--- src/video_gen_defines.svh ---
// ====================
// video generator raster timing, sync polarity
// and bus width definitions
// ====================
`ifndef VIDEO_GEN_DEFINES_SVH
`define VIDEO_GEN_DEFINES_SVH

// horizontal raster, in pixel clocks
`define VG_H_VISIBLE    64
`define VG_H_FRONT      4
`define VG_H_SYNC       8
`define VG_H_BACK       12
`define VG_H_OFFSCREEN  (`VG_H_FRONT + `VG_H_SYNC + `VG_H_BACK)
`define VG_H_TOTAL      (`VG_H_OFFSCREEN + `VG_H_VISIBLE)

// vertical raster, in lines
`define VG_V_VISIBLE    16
`define VG_V_FRONT      1
`define VG_V_SYNC       2
`define VG_V_BACK       2
`define VG_V_TOTAL      (`VG_V_VISIBLE + `VG_V_FRONT + `VG_V_SYNC + `VG_V_BACK)

// active sync levels
`define VG_H_SYNC_POL   1'b0
`define VG_V_SYNC_POL   1'b0

// line fetch begins this many clocks ahead of the visible area
`define VG_FETCH_LEAD   16

`define VG_COUNT_W      11
`define VG_VRAM_AW      16
`define VG_FONT_AW      11
`define VG_REG_NUM_W    4

`endif
--- src/video_pkg.sv ---
// ====================
// video generator shared types
// sync states, register numbers, display word
// ====================
`include "video_gen_defines.svh"

package video_pkg;

    typedef enum logic [1:0] {
        pre_sync  = 2'b00,              // front porch
        sync      = 2'b01,
        post_sync = 2'b10,              // back porch
        visible   = 2'b11
    } sync_state_e;

    typedef enum logic [`VG_REG_NUM_W-1:0] {
        reg_dispstart  = 4'd0,
        reg_dispwidth  = 4'd1,
        reg_fontctrl   = 4'd2,
        reg_gfxctrl    = 4'd3,
        reg_r_width    = 4'd4,          // read only
        reg_r_height   = 4'd5,          // read only
        reg_r_scanline = 4'd6           // read only, live
    } reg_num_e;

    typedef struct packed {
        logic [3:0] bg;                 // background colour
        logic [3:0] fg;                 // foreground colour
        logic [7:0] glyph;              // font glyph index
    } tile_word_t;

    // one VRAM word, seen as a text cell or as four 4 bpp pixels
    typedef union packed {
        tile_word_t      tile;
        logic [3:0][3:0] pix;           // pix[3] is leftmost
    } display_word_u;

endpackage

--- src/video_gen.sv ---
// ====================
// video generator top level
// registers, raster timing, display fetch
// and pixel serializer
// ====================
`timescale 1ns/10ps
`include "video_gen_defines.svh"

module video_gen (
    output      logic                    fontram_sel_o,
    output      logic [`VG_FONT_AW-1:0]  fontram_addr_o,
    output      logic                    vram_sel_o,
    output      logic [`VG_VRAM_AW-1:0]  vram_addr_o,
    output      logic [15:0]             vgen_reg_data_o,
    input  wire logic [15:0]             vram_data_i,
    input  wire logic [15:0]             fontram_data_i,
    input  wire logic                    enable_i,      // 0 blanks the next frame
    input  wire logic                    vgen_reg_wr_i,
    input  wire logic [`VG_REG_NUM_W-1:0] vgen_reg_num_i,
    input  wire logic [15:0]             vgen_reg_data_i,
    output      logic [7:0]              pal_index_o,
    output      logic                    bus_intr_o,
    output      logic                    vsync_o,
    output      logic                    hsync_o,
    output      logic                    dv_de_o,
    input  wire logic                    reset_i,
    input  wire logic                    clk            // pixel clock
);

    logic [15:0]              start_addr;
    logic [15:0]              line_width;
    logic [3:0]               font_height;
    logic [7:0]               colorbase;
    logic                     bitmap;
    logic                     h_visible;
    logic                     v_visible;
    logic [`VG_COUNT_W-1:0]   v_count;
    logic                     fetch_active;
    logic                     line_fetch_start;
    logic                     scanout_start;
    logic                     line_end;
    logic                     frame_end;
    logic                     next_full;
    logic                     group_valid;
    video_pkg::display_word_u group_word0;
    logic [15:0]              group_word1;

    video_regs u_video_regs (
        .clk             (clk),
        .reset_i         (reset_i),
        .vgen_reg_wr_i   (vgen_reg_wr_i),
        .vgen_reg_num_i  (video_pkg::reg_num_e'(vgen_reg_num_i)),
        .vgen_reg_data_i (vgen_reg_data_i),
        .h_visible_i     (h_visible),
        .v_visible_i     (v_visible),
        .v_count_i       (v_count),
        .vgen_reg_data_o (vgen_reg_data_o),
        .start_addr_o    (start_addr),
        .line_width_o    (line_width),
        .font_height_o   (font_height),
        .colorbase_o     (colorbase),
        .bitmap_o        (bitmap)
    );

    video_timing u_video_timing (
        .clk                (clk),
        .reset_i            (reset_i),
        .enable_i           (enable_i),
        .h_visible_o        (h_visible),
        .v_visible_o        (v_visible),
        .v_count_o          (v_count),
        .hsync_o            (hsync_o),
        .vsync_o            (vsync_o),
        .dv_de_o            (dv_de_o),
        .bus_intr_o         (bus_intr_o),
        .fetch_active_o     (fetch_active),
        .line_fetch_start_o (line_fetch_start),
        .scanout_start_o    (scanout_start),
        .line_end_o         (line_end),
        .frame_end_o        (frame_end)
    );

    display_fetch u_display_fetch (
        .clk                (clk),
        .reset_i            (reset_i),
        .fetch_active_i     (fetch_active),
        .line_fetch_start_i (line_fetch_start),
        .line_end_i         (line_end),
        .frame_end_i        (frame_end),
        .start_addr_i       (start_addr),
        .line_width_i       (line_width),
        .font_height_i      (font_height),
        .colorbase_i        (colorbase),
        .bitmap_i           (bitmap),
        .vram_data_i        (vram_data_i),
        .fontram_data_i     (fontram_data_i),
        .next_full_i        (next_full),
        .vram_sel_o         (vram_sel_o),
        .vram_addr_o        (vram_addr_o),
        .fontram_sel_o      (fontram_sel_o),
        .fontram_addr_o     (fontram_addr_o),
        .group_valid_o      (group_valid),
        .group_word0_o      (group_word0),
        .group_word1_o      (group_word1)
    );

    pixel_serializer u_pixel_serializer (
        .clk              (clk),
        .reset_i          (reset_i),
        .group_valid_i    (group_valid),
        .group_word0_i    (group_word0),
        .group_word1_i    (group_word1),
        .colorbase_i      (colorbase),
        .bitmap_i         (bitmap),
        .scanout_start_i  (scanout_start),
        .scanout_active_i (h_visible),
        .next_full_o      (next_full),
        .pal_index_o      (pal_index_o)
    );

endmodule

--- src/pixel_serializer.sv ---
// ====================
// pixel serializer
// expands fetched words to 8 palette indices
// and shifts them out one per clock
// ====================
`timescale 1ns/10ps

module pixel_serializer (
    input  wire logic                      clk,
    input  wire logic                      reset_i,
    input  wire logic                      group_valid_i,
    input  wire video_pkg::display_word_u  group_word0_i,
    input  wire logic [15:0]               group_word1_i,
    input  wire logic [7:0]                colorbase_i,
    input  wire logic                      bitmap_i,
    input  wire logic                      scanout_start_i,
    input  wire logic                      scanout_active_i,
    output      logic                      next_full_o,
    output      logic [7:0]                pal_index_o
);

    logic [7:0][7:0] expanded;              // [7] is the leftmost pixel
    logic [7:0][7:0] next_buf;
    logic [7:0][7:0] shifter;
    logic [2:0]      tile_x;
    logic            load;

    always_comb begin
        for (int i = 0; i < 8; i++) begin
            if (bitmap_i) begin
                expanded[i][3:0] = (i >= 4) ? group_word0_i.pix[i-4] : group_word1_i[4*i +: 4];
            end else begin
                expanded[i][3:0] = group_word1_i[i] ? group_word0_i.tile.fg
                                                    : group_word0_i.tile.bg;
            end
            expanded[i][7:4] = colorbase_i[7:4];
        end
    end

    assign load = scanout_start_i || (scanout_active_i && tile_x == 3'd7);

    always_ff @(posedge clk) begin
        if (reset_i) begin
            next_full_o <= 1'b0;
            tile_x      <= 3'd0;
            pal_index_o <= 8'h00;
        end else begin
            if (scanout_start_i) begin
                tile_x <= 3'd0;
            end else if (scanout_active_i) begin
                tile_x <= tile_x + 1'b1;
            end
            if (group_valid_i) begin
                next_full_o <= 1'b1;
            end else if (load) begin
                next_full_o <= 1'b0;            // buffer moved to shifter
            end
            pal_index_o <= scanout_active_i ? shifter[7] : 8'h00;
        end
    end

    always_ff @(posedge clk) begin
        if (group_valid_i) begin
            next_buf <= expanded;
        end
        if (load) begin
            shifter <= next_buf;
        end else if (scanout_active_i) begin
            shifter <= {shifter[6:0], 8'h00};
        end
    end

endmodule

--- src/display_fetch.sv ---
// ====================
// display memory fetch
// VRAM/font RAM address generation and
// 8 cycle per group fetch sequencer
// ====================
`timescale 1ns/10ps
`include "video_gen_defines.svh"

module display_fetch (
    input  wire logic                      clk,
    input  wire logic                      reset_i,
    input  wire logic                      fetch_active_i,
    input  wire logic                      line_fetch_start_i,
    input  wire logic                      line_end_i,
    input  wire logic                      frame_end_i,
    input  wire logic [15:0]               start_addr_i,
    input  wire logic [15:0]               line_width_i,
    input  wire logic [3:0]                font_height_i,
    input  wire logic [7:0]                colorbase_i,
    input  wire logic                      bitmap_i,
    input  wire logic [15:0]               vram_data_i,
    input  wire logic [15:0]               fontram_data_i,
    input  wire logic                      next_full_i,
    output      logic                      vram_sel_o,
    output      logic [`VG_VRAM_AW-1:0]    vram_addr_o,
    output      logic                      fontram_sel_o,
    output      logic [`VG_FONT_AW-1:0]    fontram_addr_o,
    output      logic                      group_valid_o,
    output      video_pkg::display_word_u  group_word0_o,
    output      logic [15:0]               group_word1_o
);

    logic [2:0]               fetch_cycle;
    logic                     first_group;       // primes the next buffer only
    logic                     step;
    logic [`VG_VRAM_AW-1:0]   disp_addr;
    logic [`VG_VRAM_AW-1:0]   line_addr;          // first word of the current cell row
    logic [3:0]               tile_y;
    video_pkg::display_word_u hot_word;           // memory output, not yet captured
    logic [`VG_FONT_AW-1:0]   font_addr;

    assign hot_word = vram_data_i;

    // two glyph rows per font word, so tile_y[0] picks the byte later
    assign font_addr = font_height_i[3] ? {hot_word.tile.glyph, tile_y[3:1]}
                                        : {1'b0, hot_word.tile.glyph, tile_y[2:1]};

    // hold in cycle 1 until the serializer has taken the last group
    assign step = fetch_active_i && !(next_full_i && fetch_cycle == 3'd1);

    always_ff @(posedge clk) begin
        if (reset_i) begin
            fetch_cycle   <= 3'd0;
            first_group   <= 1'b0;
            vram_sel_o    <= 1'b0;
            fontram_sel_o <= 1'b0;
            group_valid_o <= 1'b0;
            disp_addr     <= '0;
            line_addr     <= '0;
            tile_y        <= 4'h0;
        end else begin
            vram_sel_o    <= 1'b0;
            fontram_sel_o <= 1'b0;
            group_valid_o <= 1'b0;
            if (step) begin
                fetch_cycle <= fetch_cycle + 1'b1;
                case (fetch_cycle)
                    3'd0: begin
                        vram_sel_o <= 1'b1;                     // display word
                        disp_addr  <= disp_addr + 1'b1;
                    end
                    3'd1: group_valid_o <= !first_group;
                    3'd2: begin
                        if (bitmap_i) begin
                            vram_sel_o <= 1'b1;                 // second pixel word
                            disp_addr  <= disp_addr + 1'b1;
                        end else begin
                            fontram_sel_o <= 1'b1;              // glyph rows
                        end
                    end
                    3'd7: first_group <= 1'b0;
                    default: ;
                endcase
            end

            if (line_fetch_start_i) begin
                fetch_cycle <= 3'd0;
                first_group <= 1'b1;
            end

            if (line_end_i) begin
                if (bitmap_i || tile_y == font_height_i) begin
                    tile_y    <= 4'h0;
                    line_addr <= line_addr + line_width_i;
                    disp_addr <= line_addr + line_width_i;
                end else begin
                    tile_y    <= tile_y + 1'b1;
                    disp_addr <= line_addr;             // same cells again
                end
            end

            if (frame_end_i) begin
                disp_addr <= start_addr_i;
                line_addr <= start_addr_i;
                tile_y    <= 4'h0;
            end
        end
    end

    always_ff @(posedge clk) begin
        if (step) begin
            case (fetch_cycle)
                3'd0: vram_addr_o <= disp_addr;
                3'd2: begin
                    group_word0_o <= vram_data_i;
                    if (bitmap_i) begin
                        vram_addr_o <= disp_addr;
                    end else begin
                        fontram_addr_o <= font_addr;
                    end
                end
                3'd4: group_word1_o <= bitmap_i ? vram_data_i : fontram_data_i;
                3'd5: begin
                    if (!bitmap_i && !tile_y[0]) begin
                        group_word1_o[7:0] <= group_word1_o[15:8];  // even row in high byte
                    end
                end
                default: ;
            endcase
        end
    end

endmodule

--- src/video_timing.sv ---
// ====================
// video raster timing
// sync state machines, fetch window,
// line/frame events and frame interrupt
// ====================
`timescale 1ns/10ps
`include "video_gen_defines.svh"

module video_timing (
    input  wire logic                    clk,
    input  wire logic                    reset_i,
    input  wire logic                    enable_i,
    output      logic                    h_visible_o,
    output      logic                    v_visible_o,
    output      logic [`VG_COUNT_W-1:0]  v_count_o,
    output      logic                    hsync_o,
    output      logic                    vsync_o,
    output      logic                    dv_de_o,
    output      logic                    bus_intr_o,
    output      logic                    fetch_active_o,
    output      logic                    line_fetch_start_o,
    output      logic                    scanout_start_o,
    output      logic                    line_end_o,
    output      logic                    frame_end_o
);

    localparam int CW = `VG_COUNT_W;
    localparam logic [CW-1:0] H_FETCH_BEGIN = CW'(`VG_H_OFFSCREEN - `VG_FETCH_LEAD);
    localparam logic [CW-1:0] H_SCANOUT     = CW'(`VG_H_OFFSCREEN - 1);

    video_pkg::sync_state_e h_state;
    video_pkg::sync_state_e v_state;
    logic [CW-1:0]          h_count;
    logic [CW-1:0]          h_limit;            // last count of current h state
    logic [CW-1:0]          v_limit;            // last line of current v state
    logic                   last_visible;
    logic                   vg_enable;          // sampled at frame end

    always_comb begin
        case (h_state)
            video_pkg::pre_sync:  h_limit = CW'(`VG_H_FRONT - 1);
            video_pkg::sync:      h_limit = CW'(`VG_H_FRONT + `VG_H_SYNC - 1);
            video_pkg::post_sync: h_limit = CW'(`VG_H_OFFSCREEN - 1);
            default:              h_limit = CW'(`VG_H_TOTAL - 1);
        endcase
        // visible lines come first, blanking below
        case (v_state)
            video_pkg::pre_sync:  v_limit = CW'(`VG_V_VISIBLE + `VG_V_FRONT - 1);
            video_pkg::sync:      v_limit = CW'(`VG_V_VISIBLE + `VG_V_FRONT + `VG_V_SYNC - 1);
            video_pkg::post_sync: v_limit = CW'(`VG_V_TOTAL - 1);
            default:              v_limit = CW'(`VG_V_VISIBLE - 1);
        endcase
    end

    assign h_visible_o        = (h_state == video_pkg::visible);
    assign v_visible_o        = (v_state == video_pkg::visible);
    assign line_end_o         = h_visible_o && (h_count == h_limit);
    assign frame_end_o        = line_end_o && (v_state == video_pkg::post_sync) && (v_count_o == v_limit);
    assign last_visible       = line_end_o && v_visible_o && (v_count_o == v_limit);
    assign fetch_active_o     = v_visible_o && (h_count >= H_FETCH_BEGIN);
    assign line_fetch_start_o = v_visible_o && (h_count == H_FETCH_BEGIN - 1'b1);
    assign scanout_start_o    = v_visible_o && (h_count == H_SCANOUT);

    always_ff @(posedge clk) begin
        if (reset_i) begin
            h_state    <= video_pkg::pre_sync;
            v_state    <= video_pkg::pre_sync;
            h_count    <= '0;
            v_count_o  <= '0;
            vg_enable  <= 1'b1;
            hsync_o    <= ~`VG_H_SYNC_POL;
            vsync_o    <= ~`VG_V_SYNC_POL;
            dv_de_o    <= 1'b0;
            bus_intr_o <= 1'b0;
        end else begin
            h_count <= line_end_o ? '0 : h_count + 1'b1;
            if (h_count == h_limit) begin
                h_state <= video_pkg::sync_state_e'(h_state + 2'd1);
            end
            if (line_end_o) begin
                v_count_o <= frame_end_o ? '0 : v_count_o + 1'b1;
                if (v_count_o == v_limit) begin
                    v_state <= video_pkg::sync_state_e'(v_state + 2'd1);
                end
            end
            if (frame_end_o) begin
                vg_enable <= enable_i;          // holds for the whole next frame
            end

            hsync_o    <= (h_state == video_pkg::sync) ? `VG_H_SYNC_POL : ~`VG_H_SYNC_POL;
            vsync_o    <= (v_state == video_pkg::sync) ? `VG_V_SYNC_POL : ~`VG_V_SYNC_POL;
            dv_de_o    <= vg_enable && h_visible_o && v_visible_o;
            bus_intr_o <= last_visible;         // one clock after last visible pixel
        end
    end

endmodule

--- src/video_regs.sv ---
// ====================
// video register file
// config writes and registered readback
// ====================
`timescale 1ns/10ps
`include "video_gen_defines.svh"

module video_regs (
    input  wire logic                    clk,
    input  wire logic                    reset_i,
    input  wire logic                    vgen_reg_wr_i,
    input  wire video_pkg::reg_num_e     vgen_reg_num_i,
    input  wire logic [15:0]             vgen_reg_data_i,
    input  wire logic                    h_visible_i,
    input  wire logic                    v_visible_i,
    input  wire logic [`VG_COUNT_W-1:0]  v_count_i,
    output      logic [15:0]             vgen_reg_data_o,
    output      logic [15:0]             start_addr_o,
    output      logic [15:0]             line_width_o,
    output      logic [3:0]              font_height_o,
    output      logic [7:0]              colorbase_o,
    output      logic                    bitmap_o
);

    always_ff @(posedge clk) begin
        if (reset_i) begin
            start_addr_o    <= 16'h0000;
            line_width_o    <= 16'(`VG_H_VISIBLE / 8);  // one text row of cells
            font_height_o   <= 4'hf;                     // 8x16 cells
            colorbase_o     <= 8'h00;
            bitmap_o        <= 1'b0;                     // text mode
            vgen_reg_data_o <= 16'h0000;
        end else begin
            if (vgen_reg_wr_i) begin
                case (vgen_reg_num_i)
                    video_pkg::reg_dispstart: start_addr_o <= vgen_reg_data_i;
                    video_pkg::reg_dispwidth: line_width_o <= vgen_reg_data_i;
                    video_pkg::reg_fontctrl:  font_height_o <= vgen_reg_data_i[3:0];
                    video_pkg::reg_gfxctrl: begin
                        colorbase_o <= vgen_reg_data_i[15:8];
                        bitmap_o    <= vgen_reg_data_i[6];
                    end
                    default: ;                           // read only or unused
                endcase
            end

            case (vgen_reg_num_i)
                video_pkg::reg_dispstart:  vgen_reg_data_o <= start_addr_o;
                video_pkg::reg_dispwidth:  vgen_reg_data_o <= line_width_o;
                video_pkg::reg_fontctrl:   vgen_reg_data_o <= {12'h000, font_height_o};
                video_pkg::reg_gfxctrl:    vgen_reg_data_o <= {colorbase_o, 1'b0, bitmap_o, 6'h00};
                video_pkg::reg_r_width:    vgen_reg_data_o <= 16'(`VG_H_VISIBLE);
                video_pkg::reg_r_height:   vgen_reg_data_o <= 16'(`VG_V_VISIBLE);
                video_pkg::reg_r_scanline: begin
                    // top bit set means outside the visible frame
                    vgen_reg_data_o <= {~v_visible_i, ~h_visible_i, 3'b000, v_count_i};
                end
                default:                   vgen_reg_data_o <= 16'h0000;
            endcase
        end
    end

endmodule

--- config.mk ---
export PLATFORM = sky130hd
export DESIGN_NAME = video_gen
export DESIGN_NICKNAME = d
export VERILOG_FILES = /design/src/video_pkg.sv /design/src/video_gen.sv /design/src/pixel_serializer.sv /design/src/display_fetch.sv /design/src/video_timing.sv /design/src/video_regs.sv
export VERILOG_INCLUDE_DIRS = /design/src
export SDC_FILE = /design/constraint.sdc
export NUM_CORES = 1
export LEC_CHECK = 0
export BUFFER_PORTS_ARGS = -buffer_cell sky130_fd_sc_hd__buf_4
export CAP_MARGIN = 10
export CORE_ASPECT_RATIO = 0.5
export CORE_MARGIN = 1.5
export CORE_UTILIZATION = 54
export DETAILED_ROUTE_END_ITERATION = 8
export HOLD_SLACK_MARGIN = 0.06
export PLACE_DENSITY = 0.87
export SLEW_MARGIN = 20
export SYNTH_ARGS = -nofsm -noshare
export SYNTH_HDL_FRONTEND = slang
export SYNTH_SLANG_ARGS = --single-unit
--- constraint.sdc ---
create_clock -name clk -period 2.6 [get_ports clk]
set_input_delay 0 -clock clk [delete_from_list [all_inputs] [get_ports clk]]
set_output_delay 0 -clock clk [all_outputs]
set_load 0.05 [all_outputs]
==> impl_metrics.toml <==
[logic_synthesis]
yosysUniqueCellTypes = 65
synth_top_area_share_pct = 34.9
synth-async-reset-ratio_pct = 0
ys_seq_area_share_pct = 56.5
yosys.area.top_type = "edfxtp_1"
yosysWarnings = 0
synth_ff_type = "edfxtp_1"
synth_nets = 1375
synth-seq-cells = 306
synthCells = 1284
synth_area_leaders = "edfxtp_1, dfxtp_1, nand2_1"
synth-edff-count = 159
synth.avg_cell_area_um2 = 10.6
syn-cell-area_mm2 = 0.0137

[drt]
routed.top_layer = "met4"
drc = 0
via_count = 10600
wl_mm = 34.4
vias_per_cell = 5.82
ant_nets = 0
drt_iter0_drc = 1057
wl_met1_mm = 14.2
wire_per_inst_um = 18.9
first_pass_iters = 5
wl_met3_mm = 2.44
dr_wl_met2_mm = 16.6

[final_layout]
num_antenna_cells = 0
top_register = "u_pixel_serializer.shifter"
reg_top3 = "u_pixel_serializer.shifter (64), u_pixel_serializer.next_buf (36)"
final_core_util_pct = 68.4
final_common_cell = "nand2_1"
final_design_area_no_fill_mm2 = 0.0167
area_growth_pct = 22.1
fin_nets = 1554
layout_common_cells = "nand2_1, buf_4, edfxtp_1"
layout-drive-gt1-share_pct = 19.8
largest_register_ffs = 64

[critical_path]
required_ns = 3.03
r2r_end = "u_display_fetch.tile_y[2]"
crit_path_end = "u_display_fetch.tile_y[2]"
path_delay_family = "simple AND/OR/NAND/NOR gates"
critPathBufInv = 2
cp_cell_sequence = "or4_4, or4b_4, or2_4, buf_4, o21ai_0, buf_4, a21oi_1"
cp_max_fo = 20
worstRegToRegCells = 7
crit_cells = 7
cpPeakStageDelay_ns = 0.54
cp-startpoint = "u_video_timing.h_count[9]"
reg2reg_slack_ns = 0.1
cpMaxStageDelayCell = "or4_4"
cp.arrival_ns = 2.93
start_kind = "flop"
end_kind = "flop"
cpMostUsedCell = "buf_4"
r2r_start = "u_video_timing.h_count[9]"
critPathKind = "flop to flop"

[floorplan]
dieArea_mm2 = 0.0263
die_h_um = 116
die_width_um = 228
core_mm2 = 0.0244
initial_utilization_pct = 56.0
num_io_pins = 113
rows = 40

[sta]
setup_viol = 0
period_needed_ns = 2.50
whs_ns = 0.132
relSlewSlack_pct = 43.9
fmax_ghz = 0.400
tightest_slew_ns = 0.838
report.final.slew_viol_count = 0
tns_ns = 0
worst_clock_skew_ns = 0.0191
fin_crit_sh_pct = 96.2
hold_violations = 0

[cts]
cts_tree = "built"
cts_root_buffer = "clkbuf_16"
cts.clk_slew.worst_paths_ns = 0.07
htreeDepth = 1
clk_latency_ns = 0.55
cts_sinks = 306
clockBufferDepth = 3
cts_buffers = 26

[power_and_ir_drop]
power.internal_mw = 7.56
pwr-share-seq_pct = 53.1
p_per_area_mw_per_mm2 = 574
leakagePower_nw = 6.38
power_frac_clock_pct = 42.9
combPwrFrac_pct = 4.0
irDropWorstVdd_v = 0.000394
swShare_pct = 21.1
power.switching_mw = 2.02

[placed_design]
port_buffers = 112
routabilityCongestion = 0.904
hpwlAfterDp_mm = 23.1
placed_area_mm2 = 0.0151

[grt]
overflow = 0
antenna_found_initial = 1
grt_pass1_wl_mm = 54.0
grt_start_max_net_pins = 68
grt_pass1_vias = 10400
track_usage_pct = 25.9

[job]
cap_viol_max_count = 0

[worst_hold_path]
min_path_cells = 5
min_path_type = "input pin to flop"

[run_status]
status = "finished, final reports clean"
[power groups by stage]
stage / Sequential (mW) / Clock, mW / Combinational [mW]
after CTS: 5.08 / 4.12 / 0.376
final: 5.08 / 4.11 / 0.385
after global routing: 5.08 / 4.32 / 0.415
after floorplan: 5.20 / 0 / 0.151
after detailed placement: 5.19 / 0 / 0.304
after global placement: 5.19 / 0 / 0.295
[worst reg2reg max path: stages, from the launching register on]
cell	delay, ns
dfxtp_1	0.34
or4_4	0.54
or4b_4	0.52
or2_4	0.28
buf_4	0.21
o21ai_0	0.19
buf_4	0.22
a21oi_1	0.07
[Yosys cell counts, drive strengths merged, types with 3 or more instances]
cell type,n
nand2,190
edfxtp,159
dfxtp,147
nor2,94
a21oi,93
o21ai,70
clkbuf,57
mux2i,57
mux2,52
a21o,35
ha,34
nand3,31
xnor2,29
inv,21
nor3,20
xor2,20
buf,19
and2,16
nor2b,14
o211ai,12
nand4,11
or3,10
a211oi,9
a22oi,9
a31oi,8
and3,8
nor4,6
o21a,6
or4b,4
a211o,3
a31o,3
and4,3
o22ai,3
or2,3
[per-layer routing]
metal  up-vias  track usage, %
met2       459            44.5
met3        99            4.45
met4         0            9.98
li1       4950               -
met5         -               0
met1      5073            33.2
[stage by stage]
step           setup slack (ns)  std cells  power, mW
2_1_floorplan            0.0305       1284       5.35
3_3_place_gp             0.0623       1709       5.49
3_5_place_dp            -0.0122       1709       5.50
4_1_cts                  0.0272       1817       9.58
5_1_grt                -0.00966       1819       9.82
6_report                 0.0987       1819       9.58
[layout make-up]
type	instances	area, um^2
fillers	1754	7730
flip-flops and latches	306	7720
multi-input cells	881	5690
repair buffers	227	1890
clock buffers	35	778
well taps	336	420
clock inverters	13	120
inverters	21	78.8
[worst min path at each step]
stage	start	end	slack (ns)
global placement	vram_data_i[9]	u_display_fetch.group_word0_o[9]	0.19
CTS	vgen_reg_num_i[0]	u_video_regs.vgen_reg_data_o[12]	0.06
floorplan	vram_data_i[0]	u_display_fetch.group_word0_o[0]	0.1
global route	vgen_reg_num_i[0]	u_video_regs.vgen_reg_data_o[12]	0.17
detailed placement	vram_data_i[13]	u_display_fetch.group_word0_o[13]	0.19
finish	vgen_reg_num_i[0]	u_video_regs.vgen_reg_data_o[12]	0.13
[timing repair]
item                                    4_1_cts  5_1_grt
endpoints found under the setup margin       52      107
hold buffers                                 60        0
resized for setup                             4       17
pin swaps                                     0        4
endpoints found under the hold margin       121        0
setup buffers                                 0        2
[cells by family (layout without fill, tap and decap cells)]
| logic type | after synthesis | after routing | share of synthesized area (%) |
|---|---|---|---|
| adders and majority gates | 35 | 35 | 3.26 |
| buffers and inverters | 97 | 296 | 2.82 |
| DFF | 306 | 306 | 56.5 |
| muxes | 109 | 109 | 8.46 |
| AOI/OAI and AO/OA | 267 | 267 | 11.9 |
| xor gates and xnor gates | 49 | 49 | 3.14 |
| and+or+nand+nor | 421 | 421 | 14.0 |
No activity file was read; power rests on OpenSTA's default activity.
